<file path="src/ecc_pkg.sv">
package ecc_pkg;

    localparam int DATA_WIDTH   = 89;
    localparam int PARITY_WIDTH = 8;

    typedef logic [DATA_WIDTH-1:0]   data_t;
    typedef logic [PARITY_WIDTH-1:0] parity_t;  // Also used for the syndrome

    // Syndrome outcome
    typedef enum logic [1:0] {
        ERR_NONE   = 2'b00,
        ERR_SINGLE = 2'b01,
        ERR_DOUBLE = 2'b10
    } err_class_t;

    // Parity-check matrix, one column per data bit
    // Low seven bits step through non-power-of-two positions
    // Bit 7 is set where needed to keep every column at odd weight
    localparam parity_t H_COLUMNS [DATA_WIDTH] = '{
        8'b10000011,  // Bit 0
        8'b10000101,
        8'b10000110,
        8'b00000111,
        8'b10001001,
        8'b10001010,
        8'b00001011,
        8'b10001100,
        8'b00001101,
        8'b00001110,
        8'b10001111,  // Bit 10
        8'b10010001,
        8'b10010010,
        8'b00010011,
        8'b10010100,
        8'b00010101,
        8'b00010110,
        8'b10010111,
        8'b10011000,
        8'b00011001,
        8'b00011010,  // Bit 20
        8'b10011011,
        8'b00011100,
        8'b10011101,
        8'b10011110,
        8'b00011111,
        8'b10100001,  // First column using check bit 5
        8'b10100010,
        8'b00100011,
        8'b10100100,
        8'b00100101,  // Bit 30
        8'b00100110,
        8'b10100111,
        8'b10101000,
        8'b00101001,
        8'b00101010,
        8'b10101011,
        8'b00101100,
        8'b10101101,
        8'b10101110,
        8'b00101111,  // Bit 40
        8'b10110000,
        8'b00110001,
        8'b00110010,
        8'b10110011,
        8'b00110100,
        8'b10110101,
        8'b10110110,
        8'b00110111,
        8'b00111000,
        8'b10111001,  // Bit 50
        8'b10111010,
        8'b00111011,
        8'b10111100,
        8'b00111101,
        8'b00111110,
        8'b10111111,
        8'b11000001,  // First column using check bit 6
        8'b11000010,
        8'b01000011,
        8'b11000100,  // Bit 60
        8'b01000101,
        8'b01000110,
        8'b11000111,
        8'b11001000,
        8'b01001001,
        8'b01001010,
        8'b11001011,
        8'b01001100,
        8'b11001101,
        8'b11001110,  // Bit 70
        8'b01001111,
        8'b11010000,
        8'b01010001,
        8'b01010010,
        8'b11010011,
        8'b01010100,
        8'b11010101,
        8'b11010110,
        8'b01010111,
        8'b01011000,  // Bit 80
        8'b11011001,
        8'b11011010,
        8'b01011011,
        8'b11011100,
        8'b01011101,
        8'b01011110,
        8'b11011111,
        8'b11100000   // Bit 88 is the only column with both bit 5 and bit 6
    };

endpackage
</file>
<file path="src/ecc_89_top.sv">
`timescale 1ns/100ps

module ecc_89_top (
    input  ecc_pkg::data_t   data_in,
    output ecc_pkg::data_t   data_out,
    input  ecc_pkg::parity_t parity_in,
    output ecc_pkg::parity_t parity_out,  // Check bits of data_in as presented
    input  logic             bypass,
    output ecc_pkg::data_t   mask,
    output logic             sbit_err,
    output logic             dbit_err
);

    ecc_pkg::parity_t parity_calc;

    ecc_encoder encoder_i (
        .data   (data_in),
        .parity (parity_calc)
    );

    assign parity_out = parity_calc;

    // Same-cycle check against the received check bits
    ecc_syndrome_decoder decoder_i (
        .data_in     (data_in),
        .parity_in   (parity_in),
        .parity_calc (parity_calc),
        .bypass      (bypass),
        .data_out    (data_out),
        .mask        (mask),
        .sbit_err    (sbit_err),
        .dbit_err    (dbit_err)
    );

endmodule

</file>
<file path="src/ecc_syndrome_decoder.sv">
`timescale 1ns/100ps

module ecc_syndrome_decoder (
    input  ecc_pkg::data_t   data_in,
    input  ecc_pkg::parity_t parity_in,    // Check bits as received
    input  ecc_pkg::parity_t parity_calc,  // Check bits recomputed from data_in
    input  logic             bypass,
    output ecc_pkg::data_t   data_out,
    output ecc_pkg::data_t   mask,
    output logic             sbit_err,
    output logic             dbit_err
);

    ecc_pkg::parity_t   syndrome;
    logic               chk_flip;
    logic               data_flip;
    ecc_pkg::err_class_t syn_class;

    assign syndrome = parity_in ^ parity_calc;

    // Column match per data bit
    // Columns are distinct and nonzero, so at most one bit fires
    for (genvar i = 0; i < ecc_pkg::DATA_WIDTH; i++) begin : g_col
        assign mask[i] = (syndrome == ecc_pkg::H_COLUMNS[i]);
    end

    assign data_flip = |mask;

    // Weight-one syndrome points at a flipped check bit
    assign chk_flip = $onehot(syndrome);

    always_comb begin
        if (syndrome == '0) begin
            syn_class = ecc_pkg::ERR_NONE;
        end else if (data_flip || chk_flip) begin
            syn_class = ecc_pkg::ERR_SINGLE;
        end else begin
            // Even weight or unused odd code is uncorrectable
            syn_class = ecc_pkg::ERR_DOUBLE;
        end
    end

    // Mask itself stays visible under bypass
    assign data_out = bypass ? data_in : (data_in ^ mask);

    assign sbit_err = !bypass && (syn_class == ecc_pkg::ERR_SINGLE);
    assign dbit_err = !bypass && (syn_class == ecc_pkg::ERR_DOUBLE);

endmodule

</file>
<file path="src/ecc_encoder.sv">
`timescale 1ns/100ps

module ecc_encoder (
    input  ecc_pkg::data_t   data,
    output ecc_pkg::parity_t parity
);

    // Data bits that feed check bit j
    function automatic ecc_pkg::data_t row_mask(input int j);
        ecc_pkg::data_t m;
        m = '0;
        for (int i = 0; i < ecc_pkg::DATA_WIDTH; i++) begin
            m[i] = ecc_pkg::H_COLUMNS[i][j];
        end
        return m;
    endfunction

    // One XOR tree per check bit
    for (genvar j = 0; j < ecc_pkg::PARITY_WIDTH; j++) begin : g_check
        localparam ecc_pkg::data_t row_bits = row_mask(j);

        assign parity[j] = ^(data & row_bits);  // Even parity over the row
    end

endmodule

</file>
<file path="config.mk">
export PLATFORM = sky130hd
export DESIGN_NAME = ecc_89_top
export DESIGN_NICKNAME = d
export VERILOG_FILES = /design/src/ecc_pkg.sv /design/src/ecc_89_top.sv /design/src/ecc_syndrome_decoder.sv /design/src/ecc_encoder.sv
export SDC_FILE = /design/constraint.sdc
export NUM_CORES = 1
export LEC_CHECK = 0
export ABC_AREA = 1
export ABC_CLOCK_PERIOD_IN_PS = 14020
export BUFFER_PORTS_ARGS = -buffer_cell sky130_fd_sc_hd__buf_2
export CORE_UTILIZATION = 37
export DETAILED_ROUTE_END_ITERATION = 7
export PLACE_DENSITY_LB_ADDON = 0.25
export SYNTH_ARGS = -nofsm -noshare
export SYNTH_HDL_FRONTEND = slang
export SYNTH_HIERARCHICAL = 1
export SYNTH_SLANG_ARGS = --single-unit
</file>
<file path="constraint.sdc">
create_clock -name vclk -period 14.02
set_input_delay 2.103 -clock vclk [all_inputs]
set_output_delay 2.103 -clock vclk [all_outputs]
set_load 0.03 [all_outputs]
</file>
# Word-level counts from Yosys, hierarchy flattened
# Cells that the tools add are included.
# totals
out_inout_bits,188
in_bits,98
wordCells,118
register_bits,0
# op_classes
eq_ne,92
bitwise,2
mux,3
n_reduce_logical,14
add_sub_neg,7
# op_table
op,count
XOR reduction 89 bit,8
"== test 8 bit, second input constant",48
"== test 8 x 6 -> 1 bit, second input constant",15
"== test 8 x 7 -> 1 bit, second input constant",15
2-to-1 mux 89 bit,1
OR reduction 89 bit,1
XOR 89 bit,1
"== test 8 x 5 -> 1 bit, second input constant",7
"== test 8 x 4 -> 1 bit, second input constant",3
adder 4 bit,3
adder 1 x 1 -> 2 bit,4
"== test 8 x 3 -> 1 bit, second input constant",1
zero test 8 bit,1
XOR 8 bit,1
"== test 4 x 1 -> 1 bit, second input constant",1
2-to-1 mux 2 bit,2
"== test 2 x 1 -> 1 bit, second input constant",1
"== test 2 bit, second input constant",1
logical AND 1 bit,2
zero test 1 bit,1
logical OR 1 bit,1

# Longest topological paths before layout
# depth
ltp_word,11
depth_mapped,37
mapped_depth_nobuf,37

# By module
# Netlist, hierarchy kept.
# modules_own_cells
mod,instances,cells_per_inst,area_each_um2,seq_area_each_um2
ecc_encoder,1,988,4599.4,0.0
ecc_syndrome_decoder,1,667,3352.0,0.0

# Worst setup path before layout
# OpenSTA, ideal clock, no wires.
# synth_timing
kind,input -> output
start,input port data_in[36]
end,output port dbit_err
required_time_ns,11.917
t_arrival_ns,6.997
setup_slack_ns,4.920
n_path_buf,1
stages,34
cell_sequence,buf_2 inv_1 nand2_1 nand2_1 inv_1 nand2_1 nand2_1 inv_1 nand2_1 nand2_1 nand2_1 nand2_1 inv_1 nand2_1 nand3_1 nand2_1 xnor2_1 inv_1 fa_1 inv_1 fa_1 fa_1 inv_1 ha_1 inv_1 fa_1 or2_2 nand4_1 nand2_1 nor2_1 nand2_1 nor2_1 nand2_1 nor2_1
# synth_via
elab_chain_len,11
elab_cells_between_ends,110
cone_classes,7 x add/sub; 91 x eq/ne; 2 x mux; 1 x bitwise; 9 x reduce/logical
# synth_rtl
item,line_no,rtl
start: declaration,ecc_89_top.sv:4,"input ecc_pkg::data_t data_in,"
XOR reduction 89 bit *,ecc_encoder.sv:22,assign parity[j] = ^(data & row_bits);
via parity_out[1],ecc_89_top.sv:7,"output ecc_pkg::parity_t parity_out,"
XOR 8 bit *,ecc_syndrome_decoder.sv:19,assign syndrome = parity_in ^ parity_calc;
adder 1 x 1 -> 2 bit (not written as such),ecc_syndrome_decoder.sv:30,assign chk_flip = $onehot(syndrome);
adder 4 bit (not written as such) (2 in a row),ecc_syndrome_decoder.sv:30,
== test 4 x 1 -> 1 bit,ecc_syndrome_decoder.sv:30,
logical OR 1 bit,ecc_syndrome_decoder.sv:35,end else if (data_flip || chk_flip) begin
2-to-1 mux 2 bit,ecc_syndrome_decoder.sv:35,
2-to-1 mux 2 bit *,ecc_syndrome_decoder.sv:33,if (syndrome == '0) begin
== test 2 bit *,ecc_syndrome_decoder.sv:47,assign dbit_err = !bypass && (syn_class == ecc_pkg::ERR_DOUBLE);
logical AND 1 bit *,ecc_syndrome_decoder.sv:47,
end: declaration,ecc_89_top.sv:11,output logic dbit_err
# The timed path passes the listed nets; every way through them passes the cells marked *.

# Final worst setup path
# layout_timing
start,input port data_in[13]
end,output port dbit_err
# layout_via
elab_chain_len,11
elab_cells_between_ends,106
cone_classes,5 x add/sub; 91 x eq/ne; 2 x mux; 1 x bitwise; 7 x reduce/logical
# layout_rtl
item,line_no
XOR reduction 89 bit,ecc_encoder.sv:22
XOR 8 bit *,ecc_syndrome_decoder.sv:19
adder 1 x 1 -> 2 bit (not written as such),ecc_syndrome_decoder.sv:30
adder 4 bit (not written as such) (2 in a row),ecc_syndrome_decoder.sv:30
== test 4 x 1 -> 1 bit,ecc_syndrome_decoder.sv:30
logical OR 1 bit,ecc_syndrome_decoder.sv:35
2-to-1 mux 2 bit,ecc_syndrome_decoder.sv:35
2-to-1 mux 2 bit *,ecc_syndrome_decoder.sv:33
== test 2 bit *,ecc_syndrome_decoder.sv:47
logical AND 1 bit *,ecc_syndrome_decoder.sv:47
# Mark *: on every way between the ends. The rest lies on a longest branch, timed or not.

==> impl_metrics.yaml <==
run_status:
  status: "completed"
critical_path:
  worst-endpoint-arrival_ps: 7390
  crit_slowest_cell: "fa_1"
  worstSetupPathType: "in -> out"
  crit_top_cell: "nand2_1"
  max_stage_delay_ps: 520
  worstSetupEndpointType: "primary output"
  crit_fanout: 4
  cp.required_ps: 11920
  cp-start-kind: "primary input"
sta:
  finalHoldViolCount: 0
  fmax_mhz: 105
  rsz0062_at_grt: "false"
  slew_viol_final: 0
  worst-slew-pin-transition_ps: 846
  timing.slew.headroom: 0.436
  tns_ps: 0
  fin_crit_sh: 0.677
  final-setup-viol-count: 0
  period_minus_slack_ps: 9490
  worst_hold_slack_ps: 4620
final_layout:
  seq_cells: 0
  syn_to_final_growth_pct: 20.0
  final_cell_mix: "nand2_1, inv_1, buf_2"
  area.sequential_sq_um: 0
  nNetsFinal: 2017
  diodes: 0
  nFillCells: 2390
  final_common_cell: "nand2_1"
  clkbuf_count: 0
  drive_gt1_frac: 0.203
floorplan:
  dieArea_sq_um: 22100
  fp.dieW_um: 149
  fp.coreArea_sq_um: 21000
  initial_core_util: 0.378
  die_h_um: 149
  fp-row-count: 53
  ios: 286
synth:
  synth.avg_cell_area_sq_um: 4.80
  synth.distinct_cells: 29
  synth_adder_area_share: 0.0211
  ys_seq_area_frac: 0
  synth_simple_gate_area_share: 0.547
  synth_top_family_by_area: "simple AND/OR/NAND/NOR gates"
  synth_xor_area_frac: 0.239
  synthesis.area_sq_um: 7950
  synth_compound_area_frac: 0.00535
  yosysWarnings: 6
  synthMuxAreaShare: 0
  syn_nets: 1764
  syn_inst: 1655
global_route:
  grt.overflow.total: 0
  track_usage: 0.266
  antenna_found_initial: 0
  grt_pass1_wl_um: 46000
  grt_pass1_vias: 8751
  grt_max_degree: 77
min_path:
  min-delay-start: "data_in[62]"
  holdPathEnd: "data_out[62]"
  holdPathStages: 4
  hp-class: "in -> out"
power:
  powerDensity_nw_per_um2: 86.9
  power.internal_mw: 0.256
  power_frac_seq: 0
  leakagePower_nw: 6.84
  swShare: 0.691
  vdd_drop_max_mv: 0.0359
  clockPowerShare: 0
  p_switching_mw: 0.573
  power_frac_comb: 1.000
clocking:
  post_cts_resized: 0
  postCtsHoldBufs: 0
  cts_setup_buffers: 0
route:
  num_vias: 10100
  drt_iter0_drc: 604
  viasPerCell: 4.63
  drt_first_pass_iters: 5
  drt-wirelength-per-cell_um: 14.0
  drc: 0
  routed_wl_um: 30500
  ant_nets: 0
placement:
  hpwl_um: 26500
  gp_congestion: 0.945
  io_buffers: 286
job:
  maxCapViolCount: 0
-- worst max-delay path, delay by kind of cell --
family	cells	cell delay, ps
fa+ha+maj	5	2090
simple gates	14	1440
buf+inv	7	800
xor+xnor	3	970
-- stage by stage --
| stage | setup WS [ps] | util | instance area, sq um | instances | power, mW |
|---|---|---|---|---|---|
| final | 4530 | 0.454 | 9540 | 2181 | 0.829 |
| after global routing | 4100 | 0.454 | 9540 | 2181 | 0.919 |
| after CTS | 4570 | 0.454 | 9540 | 2181 | 0.822 |
| after detailed placement | 4570 | 0.454 | 9540 | 2181 | 0.818 |
| after global placement | 4690 | 0.454 | 9540 | 2181 | 0.812 |
| after floorplan | 4920 | - | 7950 | 1655 | 0.605 |
-- cells in the mapped netlist --
| cell type | n | area (sq um) |
|---|---|---|
| inv_2 | 24 | 90.1 |
| xor2_2 | 3 | 48.8 |
| xnor2_1 | 134 | 1170 |
| nand3b_1 | 3 | 22.5 |
| nand3_1 | 88 | 440 |
| buf_4 | 7 | 52.6 |
| nand2_1 | 729 | 2740 |
| buf_1 | 5 | 18.8 |
| a21o_1 | 3 | 22.5 |
| nor2_2 | 17 | 106 |
| nand4_1 | 8 | 50.1 |
| inv_1 | 321 | 1200 |
| a21oi_1 | 4 | 20.0 |
| buf_2 | 18 | 90.1 |
| or2_1 | 2 | 12.5 |
| fa_1 | 4 | 80.1 |
| clkbuf_2 | 1 | 5.00 |
| nand2_2 | 29 | 181 |
| ha_1 | 7 | 87.6 |
| nand2b_1 | 2 | 12.5 |
| nand3_2 | 3 | 30.0 |
| clkbuf_1 | 4 | 15.0 |
| xnor2_2 | 4 | 65.1 |
| or2_2 | 1 | 6.26 |
| nor2_4 | 9 | 101 |
| xor2_1 | 70 | 613 |
| nor2_1 | 144 | 541 |
| buf_6 | 1 | 11.3 |
| nand2_4 | 10 | 113 |
-- layout make-up --
type | instances | area, sq um | area share
tap | 275 | 344 | 0.0361
inverter | 345 | 1290 | 0.136
timing repair buffer | 287 | 1440 | 0.151
multi-input combinational | 1274 | 6460 | 0.677
-- kinds of logic after synthesis --
kind of cell / count (synthesis)
XOR/XNOR: 211
buffers and inverters: 381
AND/OR/NAND/NOR: 1045
adder cells (fa/ha/maj): 11
AO/OA/AOI/OAI: 7
-- how the worst max path moves through the flow --
stage	start	end	slack, ps	cells after the start
after floorplan	data_in[36]	dbit_err	4920	34
after global placement	data_in[13]	dbit_err	4690	29
after detailed placement	data_in[13]	dbit_err	4570	29
after CTS	data_in[13]	dbit_err	4570	29
after global routing	data_in[32]	dbit_err	4100	35
final	data_in[13]	dbit_err	4530	29
-- metal layers --
metal | share of wire | global-route usage | routed length (um) | up-vias
li1 | - | - | - | 5240
met5 | 0 | 0 | 0 | -
met3 | 0.072 | 0.0236 | 2210 | 51
met4 | 0.028 | 0.0691 | 863 | 0
met1 | 0.43 | 0.349 | 13200 | 4449
met2 | 0.47 | 0.464 | 14200 | 356
-- power by group through the flow --
| stage | clock network, mW | registers (mW) | logic, mW |
|---|---|---|---|
| 3_3_place_gp | 0 | 0 | 0.812 |
| 6_report | 0 | 0 | 0.829 |
| 4_1_cts | 0 | 0 | 0.822 |
| 2_1_floorplan | 0 | 0 | 0.605 |
| 5_1_grt | 0 | 0 | 0.919 |
| 3_5_place_dp | 0 | 0 | 0.818 |
No activity file was read; power rests on OpenSTA's default activity.
